`config.mk`:
```
export PLATFORM = sky130hd
export DESIGN_NAME = dispatch
export DESIGN_NICKNAME = d
export VERILOG_FILES = /design/src/pipe_pkg.sv /design/src/isa_pkg.sv /design/src/dispatch.sv /design/src/operand_forward.sv
export VERILOG_INCLUDE_DIRS = /design/src
export SDC_FILE = /design/constraint.sdc
export NUM_CORES = 1
export LEC_CHECK = 0
export BUFFER_PORTS_ARGS = -buffer_cell sky130_fd_sc_hd__clkbuf_2
export CAP_MARGIN = 20
export CORE_AREA = 2 2 224 226
export DETAILED_ROUTE_END_ITERATION = 6
export DIE_AREA = 0 0 226 228
export PLACE_DENSITY = 0.61
export SLEW_MARGIN = 20
export SYNTH_ARGS = -nofsm -noshare
export SYNTH_HDL_FRONTEND = slang
export SYNTH_HIERARCHICAL = 1
export SYNTH_SLANG_ARGS = --single-unit
```
`constraint.sdc`:
```
create_clock -name clk -period 16.4 [get_ports clk]
set_input_delay 3.28 -clock clk [delete_from_list [all_inputs] [get_ports clk]]
set_output_delay 3.28 -clock clk [all_outputs]
set_load 0.1 [all_outputs]
```
`src/issue_defs.svh`:
```
`ifndef ISSUE_DEFS_SVH
`define ISSUE_DEFS_SVH

// Operand and result width
`define ISSUE_DATA_W 32

// Architectural register file
`define ISSUE_REG_AW 5
`define ISSUE_NREGS 32

// Issue lanes, lane 0 is the older instruction of a pair
`define ISSUE_LANES 2

// Precomputed branch comparisons carried per lane
`define ISSUE_CMP_W 6

`endif
```
`src/pipe_pkg.sv`:
```
package pipe_pkg;

    // Bit positions in the branch compare vector
    typedef enum logic [2:0] {
        CMP_EQ  = 3'd0,
        CMP_NE  = 3'd1,
        CMP_LT  = 3'd2,
        CMP_GE  = 3'd3,
        CMP_LTU = 3'd4,
        CMP_GEU = 3'd5
    } cmp_bit_e;

    // Operand origin, listed newest first
    typedef enum logic [2:0] {
        FWD_EX1  = 3'd0,
        FWD_EX0  = 3'd1,
        FWD_MEM1 = 3'd2,
        FWD_MEM0 = 3'd3,
        FWD_RF   = 3'd4
    } fwd_src_e;

endpackage

```
`src/isa_pkg.sv`:
```
package isa_pkg;

    // ALU and branch opcodes
    typedef enum logic [3:0] {
        OP_ADD  = 4'd0,
        OP_SUB  = 4'd1,
        OP_AND  = 4'd2,
        OP_OR   = 4'd3,
        OP_XOR  = 4'd4,
        OP_SLL  = 4'd5,
        OP_SRL  = 4'd6,
        OP_SLT  = 4'd7,
        OP_SLTU = 4'd8,
        OP_BEQ  = 4'd9,
        OP_BNE  = 4'd10,
        OP_BLT  = 4'd11,
        OP_BGE  = 4'd12,
        OP_BLTU = 4'd13,
        OP_BGEU = 4'd14
    } alu_op_e;

    // Branches report taken and never write a register
    function automatic logic is_branch(alu_op_e op);
        return op inside {OP_BEQ, OP_BNE, OP_BLT, OP_BGE, OP_BLTU, OP_BGEU};
    endfunction

endpackage

```
`src/dispatch.sv`:
```
`timescale 1ns/1ps
`include "issue_defs.svh"

module dispatch (
    input  logic                                            clk,
    input  logic                                            rst_n,
    input  logic                                            stall_i,
    input  logic                                            flush_i,
    // Decoded pair with lane 0 as the older one
    input  logic [`ISSUE_LANES-1:0]                         valid_i,
    input  isa_pkg::alu_op_e [`ISSUE_LANES-1:0]             op_i,
    input  logic [`ISSUE_LANES-1:0][`ISSUE_REG_AW-1:0]      rj_i,
    input  logic [`ISSUE_LANES-1:0]                         rj_valid_i,
    input  logic [`ISSUE_LANES-1:0][`ISSUE_REG_AW-1:0]      rk_i,
    input  logic [`ISSUE_LANES-1:0]                         rk_valid_i,
    input  logic [`ISSUE_LANES-1:0][`ISSUE_REG_AW-1:0]      rd_i,
    input  logic [`ISSUE_LANES-1:0]                         rd_valid_i,
    input  logic [`ISSUE_LANES-1:0][`ISSUE_DATA_W-1:0]      imm_i,
    input  logic [`ISSUE_LANES-1:0]                         use_imm_i,
    output logic [`ISSUE_LANES-1:0]                         accept_o,
    // Register file read ports
    output logic [2*`ISSUE_LANES-1:0]                       rf_rd_en_o,
    output logic [2*`ISSUE_LANES-1:0][`ISSUE_REG_AW-1:0]    rf_rd_addr_o,
    input  logic [2*`ISSUE_LANES-1:0][`ISSUE_DATA_W-1:0]    rf_rd_data_i,
    // Bypass from execute and memory stages
    input  logic [`ISSUE_LANES-1:0]                         ex_fwd_valid_i,
    input  logic [`ISSUE_LANES-1:0][`ISSUE_REG_AW-1:0]      ex_fwd_addr_i,
    input  logic [`ISSUE_LANES-1:0][`ISSUE_DATA_W-1:0]      ex_fwd_data_i,
    input  logic [`ISSUE_LANES-1:0]                         mem_fwd_valid_i,
    input  logic [`ISSUE_LANES-1:0][`ISSUE_REG_AW-1:0]      mem_fwd_addr_i,
    input  logic [`ISSUE_LANES-1:0][`ISSUE_DATA_W-1:0]      mem_fwd_data_i,
    // Dispatch register
    output logic [`ISSUE_LANES-1:0]                         ex_valid_o,
    output isa_pkg::alu_op_e [`ISSUE_LANES-1:0]             ex_op_o,
    output logic [`ISSUE_LANES-1:0][`ISSUE_REG_AW-1:0]      ex_rd_o,
    output logic [`ISSUE_LANES-1:0][`ISSUE_DATA_W-1:0]      ex_opa_o,
    output logic [`ISSUE_LANES-1:0][`ISSUE_DATA_W-1:0]      ex_opb_o,
    output logic [`ISSUE_LANES-1:0][`ISSUE_CMP_W-1:0]       ex_cmp_o
);

    import pipe_pkg::*;

    logic                                            lane1_dep;
    logic [`ISSUE_LANES-1:0]                         issue;
    logic [`ISSUE_LANES-1:0]                         ex_valid_q;
    logic [2*`ISSUE_LANES-1:0]                       src_valid;
    logic [2*`ISSUE_LANES-1:0][`ISSUE_DATA_W-1:0]    opnd;
    fwd_src_e                                        opnd_src [2*`ISSUE_LANES];

    // Lane 1 waits when it reads what lane 0 writes
    assign lane1_dep = rd_valid_i[0] &&
                       ((rj_valid_i[1] && rj_i[1] == rd_i[0]) ||
                        (rk_valid_i[1] && rk_i[1] == rd_i[0]));
    assign issue     = {valid_i[0] & ~lane1_dep, 1'b1};
    assign accept_o  = valid_i & issue & {`ISSUE_LANES{~stall_i & ~flush_i}};

    for (genvar p = 0; p < 2 * `ISSUE_LANES; p++) begin : g_opnd
        // Even ports carry rj and odd ports carry rk
        assign src_valid[p]    = (p % 2 == 0) ? rj_valid_i[p / 2] : rk_valid_i[p / 2];
        assign rf_rd_addr_o[p] = (p % 2 == 0) ? rj_i[p / 2] : rk_i[p / 2];
        // Only read the file when no bypass supplies the operand
        assign rf_rd_en_o[p]   = src_valid[p] && opnd_src[p] == FWD_RF;

        operand_forward operand_forward_inst (
            .rd_valid_i  (src_valid[p]),
            .rd_addr_i   (rf_rd_addr_o[p]),
            .rf_data_i   (rf_rd_data_i[p]),
            .ex_valid_i  (ex_fwd_valid_i),
            .ex_addr_i   (ex_fwd_addr_i),
            .ex_data_i   (ex_fwd_data_i),
            .mem_valid_i (mem_fwd_valid_i),
            .mem_addr_i  (mem_fwd_addr_i),
            .mem_data_i  (mem_fwd_data_i),
            .data_o      (opnd[p]),
            .src_o       (opnd_src[p])
        );
    end

    always_ff @(posedge clk or negedge rst_n) begin
        if (!rst_n) begin
            ex_valid_q <= '0;
        end else if (!stall_i) begin
            // accept_o is already low on flush
            ex_valid_q <= accept_o;
        end
    end

    // A flush squashes the pair in the dispatch register before it executes
    assign ex_valid_o = ex_valid_q & {`ISSUE_LANES{~(flush_i & ~stall_i)}};

    always_ff @(posedge clk) begin
        for (int l = 0; l < `ISSUE_LANES; l++) begin
            if (accept_o[l]) begin
                ex_op_o[l]  <= op_i[l];
                ex_rd_o[l]  <= rd_valid_i[l] ? rd_i[l] : '0;
                ex_opa_o[l] <= opnd[2*l];
                ex_opb_o[l] <= use_imm_i[l] ? imm_i[l] : opnd[2*l+1];
                // Compares always use the two register operands
                ex_cmp_o[l][CMP_EQ]  <= opnd[2*l] == opnd[2*l+1];
                ex_cmp_o[l][CMP_NE]  <= opnd[2*l] != opnd[2*l+1];
                ex_cmp_o[l][CMP_LT]  <= $signed(opnd[2*l]) < $signed(opnd[2*l+1]);
                ex_cmp_o[l][CMP_GE]  <= $signed(opnd[2*l]) >= $signed(opnd[2*l+1]);
                ex_cmp_o[l][CMP_LTU] <= opnd[2*l] < opnd[2*l+1];
                ex_cmp_o[l][CMP_GEU] <= opnd[2*l] >= opnd[2*l+1];
            end
        end
    end

endmodule

```
`src/operand_forward.sv`:
```
`timescale 1ns/1ps
`include "issue_defs.svh"

module operand_forward (
    input  logic                                        rd_valid_i,
    input  logic [`ISSUE_REG_AW-1:0]                    rd_addr_i,
    input  logic [`ISSUE_DATA_W-1:0]                    rf_data_i,
    // Execute stage producers
    input  logic [`ISSUE_LANES-1:0]                     ex_valid_i,
    input  logic [`ISSUE_LANES-1:0][`ISSUE_REG_AW-1:0]  ex_addr_i,
    input  logic [`ISSUE_LANES-1:0][`ISSUE_DATA_W-1:0]  ex_data_i,
    // Memory stage producers
    input  logic [`ISSUE_LANES-1:0]                     mem_valid_i,
    input  logic [`ISSUE_LANES-1:0][`ISSUE_REG_AW-1:0]  mem_addr_i,
    input  logic [`ISSUE_LANES-1:0][`ISSUE_DATA_W-1:0]  mem_data_i,
    output logic [`ISSUE_DATA_W-1:0]                    data_o,
    output pipe_pkg::fwd_src_e                          src_o
);

    import pipe_pkg::*;

    logic [`ISSUE_LANES-1:0] ex_hit;
    logic [`ISSUE_LANES-1:0] mem_hit;

    // A producer of register 0 never matches
    always_comb begin
        for (int l = 0; l < `ISSUE_LANES; l++) begin
            ex_hit[l]  = rd_valid_i && ex_valid_i[l] && ex_addr_i[l] == rd_addr_i &&
                         ex_addr_i[l] != '0;
            mem_hit[l] = rd_valid_i && mem_valid_i[l] && mem_addr_i[l] == rd_addr_i &&
                         mem_addr_i[l] != '0;
        end
    end

    // Newest producer first
    always_comb begin
        if (ex_hit[1]) begin
            src_o = FWD_EX1;
        end else if (ex_hit[0]) begin
            src_o = FWD_EX0;
        end else if (mem_hit[1]) begin
            src_o = FWD_MEM1;
        end else if (mem_hit[0]) begin
            src_o = FWD_MEM0;
        end else begin
            src_o = FWD_RF;
        end
    end

    always_comb begin
        case (src_o)
            FWD_EX1:  data_o = ex_data_i[1];
            FWD_EX0:  data_o = ex_data_i[0];
            FWD_MEM1: data_o = mem_data_i[1];
            FWD_MEM0: data_o = mem_data_i[0];
            default:  data_o = rf_data_i;
        endcase
    end

endmodule

```
==> results.yml, run 1 <==
outcome:
  status: "finished clean"
yosys:
  ys_ff_latch: 160
  synthTopCellsByCount: "nand3_1, nand2_1, edfxtp_1"
  synth-edff-count: 158
  ys_seq_area_share_pct: 33.47
  syn_inst: 1826
  synth_largest_area_cell: "edfxtp_1"
  synthDominantCellAreaShare_pct: 33.12
  avgSynthCellArea_um2: 7.845
  yosysMostFrequentCell: "nand3_1"
  synth.distinct_cells: 44
  synth_flop_cell: "edfxtp_1"
  syn_area_um2: 14320
  async_flop_share_pct: 1.250
  synth_area_leaders: "edfxtp_1, nand3_1, nand2_1"
  synth_nets: 2286
  ys_warn_count: 6
floorplanning:
  fp.coreArea_um2: 49350
  num_rows: 82
  die_x_um: 226
  initial_core_util_pct: 29.03
  die_area_um2: 51530
  num_io_pins: 582
  die_h_um: 228
sta:
  rsz0062_at_grt: "no"
  maxSlewHeadroom_pct: 30.99
  setup_viol: 0
  fmax_mhz: 102.2
  period_share_pct: 59.68
  setup_ws_ns: 6.613
  setup_tns_ns: 0
  finalClockSkew_ns: 0
  tightest_slew_ns: 1.035
  finalHoldViolCount: 0
  drv_slew: 0
  period_minus_slack_ns: 9.787
pwr:
  peakVddDrop_v: 0.00006933
  p_leak_nw: 6.999
  powerDensity_nw_per_um2: 75.43
  p_total_mw: 1.364
setup_path:
  critPathArrivalTime_ns: 6.51
  critPathLaunchType: "input port"
  r2r_slack_ns: 15.71
  cp_max_fo: 65
  setup.worst_path.class: "input port to output port"
  crit_required_ns: 13.12
  endpoint_kind: "output port"
drt:
  finalWirelength_um: 81240
  drc: 0
  ant_nets: 0
  firstDrtPassIters: 5
  dr_total_vias: 16630
  routedWlPerCell_um: 27.16
  drt_iter0_drc: 1437
  vias_per_cell: 5.560
global_route:
  antenna_found_initial: 46
  grt_pass1_vias: 15960
  grt_usage_pct: 30.59
  grt_overflow_total: 0
  grt_max_degree: 75
  grt_first_pass_wirelength_um: 112200
  met2_usage_pct: 53.44
  grt_use_met1_pct: 33.32
  busiest_layer: "met2"
  use_met3_pct: 10.47
clock_tree:
  clock_latency_ns: 0.47
  cts_tree: "yes"
  cts.sink_count: 160
  holdBufCountCts: 0
  clock_path_buffers: 2
  path_clk_slew_ns: 0.07
  ctsResizeCount: 0
  cts_root_buffer: "clkbuf_16"
  htreeDepth: 4
  post_cts_buffers: 0
  cts_buffers: 17
job:
  cap_violations: 0
finish:
  drive_gt1_share_pct: 29.67
  finalCoreUtilization_pct: 36.65
  seqCellArea_um2: 4795
  finalNetCount: 2743
  multi_input_area_um2: 8346
  n_fill_cell: 5236
  syn2layout_area_growth_pct: 26.26
placement:
  portBuffers: 581
  globalplace.congestion: 0.9202
  dpl_worst_slack_ns: 6.644
  dp_hpwl_um: 66170
hold_path:
  min_path_type: "flip-flop to flip-flop"
## cell type report
class,instances,area share [%]
multi-input combinational,1406,46.14
clock buffer,17,2.352
timing repair buffer,612,17.36
antenna,24,0.3321
clock inverter,14,0.8648
sequential,160,26.51
inverter,86,1.785
tap,672,4.649
## routing by layer
| layer | up-vias | wire [um] | part of all wire (%) |
|---|---|---|---|
| li1 | 7537 | - | - |
| met1 | 7971 | 29620 | 36 |
| met2 | 896 | 39690 | 49 |
| met3 | 177 | 7953 | 9.8 |
| met4 | 48 | 3661 | 4.5 |
| met5 | - | 310 | 0.38 |
## where the power goes
group | internal [mW] | switching (mW) | total [mW] | leakage (nW)
Combinational | 0.126 | 0.352 | 0.478 | 5.28
Sequential | 0.474 | 0.00500 | 0.479 | 1.45
Clock | 0.225 | 0.182 | 0.407 | 0.274
## cells in the final DEF, fill, tap and decap left out, types with 10 or more instances in the layout
cell type,n
a21o_1,41
a21oi_1,126
a41oi_1,36
and2_1,12
buf_4,31
clkbuf_16,17
clkbuf_2,581
diode_2,24
edfxtp_1,158
ha_1,64
inv_1,86
nand2_1,345
nand3_1,374
nor2_1,55
nor4_2,10
o211ai_1,10
o21ai_0,74
o22a_1,92
or4_1,12
xnor2_1,56
xor2_1,20
## registers in the layout, indices dropped and copies added, names as in the netlist
| signal | count |
|---|---|
| ex_opa_o | 64 |
| ex_op_o | 8 |
| ex_rd_o | 10 |
| ex_cmp_o | 12 |
| ex_valid_q | 2 |
| ex_opb_o | 64 |
## final timing paths
path                             startpoint             to  depth (start not counted)
max                        ex_fwd_addr_i[2]  rf_rd_en_o[3]                          9
min                           ex_valid_q[0]  ex_valid_q[0]                          1
max reg2reg                   ex_valid_q[1]  ex_valid_q[1]                          1
min reg2reg                   ex_valid_q[0]  ex_valid_q[0]                          1
max in group asynchronous             rst_n  ex_valid_q[0]                          1
min in group asynchronous             rst_n  ex_valid_q[1]                          1
## stage by stage
| stage | instance area, um2 | cells | hold WS (ns) |
|---|---|---|---|
| final | 18090 | 2991 | 0.4833 |
| after global routing | 18040 | 2973 | 0.5079 |
| after CTS | 18030 | 2967 | 0.4829 |
| after detailed placement | 17440 | 2936 | 0.4671 |
| after global placement | 17440 | 2936 | 0.4589 |
| after floorplan | 14330 | 1826 | 0.4455 |
## kinds of logic after synthesis
group / share of synthesized area [%]
flops: 33.47
buf+inv: 9.014
mux: 0.2970
compound gates: 19.25
fa+ha+maj: 5.590
xor+xnor: 4.647
simple gates: 27.73
## critical path: stages
cell	delay [ns]
clkbuf_2	0.19
or4_1	0.54
a21oi_1	0.18
nor3_2	0.08
buf_4	0.27
or4_4	0.91
inv_1	0.11
nor4bb_1	0.36
clkbuf_2	0.55
Power figures use the tool's default switching activity.
==> run 2: changes to the inputs <==
==> constraint.sdc (replaced) <==
create_clock -name clk -period 9.57 [get_ports clk]
set_input_delay 1.914 -clock clk [delete_from_list [all_inputs] [get_ports clk]]
set_output_delay 1.914 -clock clk [all_outputs]
set_load 0.1 [all_outputs]
==> results.yml, run 2 (synthesized netlist as in run 1, its figures left out) <==
outcome:
  status: "finished clean"
setup_path:
  critPathArrivalTime_ns: 5.44
  endpoint_kind: "output port"
  critPathLaunchType: "input port"
  crit_required_ns: 7.66
  r2r-start: "ex_valid_q[1]"
  setup.worst_path.class: "input port to output port"
  r2r_slack_ns: 8.87
  r2r_cells: 1
  worstReg2RegEnd: "ex_valid_q[1]"
  cp_max_fo: 65
hold_path:
  min_path_type: "flip-flop to flip-flop"
  whs_path_depth: 1
  hold_start: "ex_valid_q[0]"
  worstHoldEndpoint: "ex_valid_q[0]"
sta:
  tightest_slew_ns: 1.053
  finalHoldViolCount: 0
  setup_tns_ns: 0
  period_share_pct: 76.87
  finalClockSkew_ns: 0
  timing.hold.ws_ns: 0.4922
  maxSlewHeadroom_pct: 29.80
  drv_slew: 0
  rsz0062_at_grt: "no"
  period_minus_slack_ns: 7.356
  setup_viol: 0
  setup_ws_ns: 2.214
  fmax_mhz: 135.9
placement:
  dp.cells: 2936
  dpl_worst_slack_ns: 2.290
  globalplace.congestion: 0.9300
  placed_cell_area_um2: 17440
  dp_hpwl_um: 66960
  portBuffers: 581
job:
  cap_violations: 0
pwr:
  powerDensity_nw_per_um2: 129.4
  p_total_mw: 2.337
  p_leak_nw: 6.998
  peakVddDrop_v: 0.0001219
global_route:
  grt_usage_pct: 31.02
  grt_first_pass_wirelength_um: 113300
  grt_pass1_vias: 15900
  grt_max_degree: 75
  antenna_found_initial: 43
  grt_overflow_total: 0
drt:
  ant_nets: 0
  dr_total_vias: 16680
  finalWirelength_um: 82270
  vias_per_cell: 5.594
  drc: 0
  routedWlPerCell_um: 27.59
  drt_iter0_drc: 1589
  firstDrtPassIters: 5
floorplanning:
  die_h_um: 228
  fp.coreArea_um2: 49350
  num_rows: 82
  die_area_um2: 51530
  die_x_um: 226
  initial_core_util_pct: 29.03
  num_io_pins: 582
finish:
  syn2layout_area_growth_pct: 26.05
  seqCellArea_um2: 4795
  drive_gt1_share_pct: 29.67
  fin_cells: 2982
  largest_registers: "ex_opa_o: 64 flops, ex_opb_o: 64 flops, ex_cmp_o: 12 flops"
  layout_common_cells: "clkbuf_2, nand3_1, nand2_1"
  multi_input_area_um2: 8346
  n_fill_cell: 5327
  finish.instance_area_um2: 18060
  finalCoreUtilization_pct: 36.59
  finalNetCount: 2743
  final_common_cell: "clkbuf_2"
clock_tree:
  post_cts_buffers: 0
  holdBufCountCts: 0
  path_clk_slew_ns: 0.07
  clock_latency_ns: 0.47
  cts_root_buffer: "clkbuf_16"
  htreeDepth: 4
  ctsResizeCount: 0
  clock_path_buffers: 2
  cts_tree: "yes"
  cts_buffers: 17
  cts.sink_count: 160
[run 2: cell count changes in the layout (fill, tap and decap cells not counted)]
| cell | previous run | this run |
|---|---|---|
| bufinv_16 | 2 | 1 |
| clkinvlp_4 | 4 | 3 |
| clkinv_2 | 1 | 0 |
| clkinv_4 | 1 | 3 |
| diode_2 | 24 | 15 |
| inv_8 | 0 | 1 |
| clkinv_8 | 0 | 1 |
| inv_6 | 6 | 5 |
[run 2: worst max-delay path, stage by stage]
cell and delay (ns):
clkbuf_2 0.20, or4_4 0.59, a21oi_1 0.26, nor4_2 0.10, buf_4 0.26, or4_4 0.77, inv_1 0.16, nor4bb_1 0.58
clkbuf_2 0.57
[run 2: layout make-up]
type | instances | share of cell area [%]
multi-input combinational | 1406 | 46.22
sequential | 160 | 26.55
timing repair buffer | 612 | 17.39
tap | 672 | 4.656
clock buffer | 17 | 2.356
inverter | 86 | 1.788
clock inverter | 14 | 0.8315
antenna | 15 | 0.2079
[run 2: worst max path at each step]
stage | end | from | slack (ns) | depth (start not counted)
4_1_cts | rf_rd_en_o[3] | rk_i[6] | 2.28 | 9
6_report | rf_rd_en_o[3] | rk_i[6] | 2.21 | 9
3_3_place_gp | rf_rd_en_o[3] | rk_i[6] | 2.27 | 9
3_5_place_dp | rf_rd_en_o[3] | rk_i[6] | 2.29 | 9
2_1_floorplan | accept_o[1] | valid_i[0] | 0.11 | 2
5_1_grt | rf_rd_en_o[3] | rk_i[6] | 2.12 | 9
[run 2: layer usage]
metal | vias to the layer above | routed length, um | global-route usage, %
met5 | - | 354 | 0
met4 | 56 | 3581 | 13.49
met2 | 901 | 40400 | 53.79
li1 | 7512 | - | -
met3 | 200 | 7896 | 11.00
met1 | 8013 | 30040 | 33.92
[run 2: report_power, final]
group | internal (mW) | switching [mW] | total [mW]
Combinational | 0.216 | 0.607 | 0.823
Clock | 0.364 | 0.328 | 0.692
Sequential | 0.812 | 0.00882 | 0.821
Total | 1.39 | 0.943 | 2.34
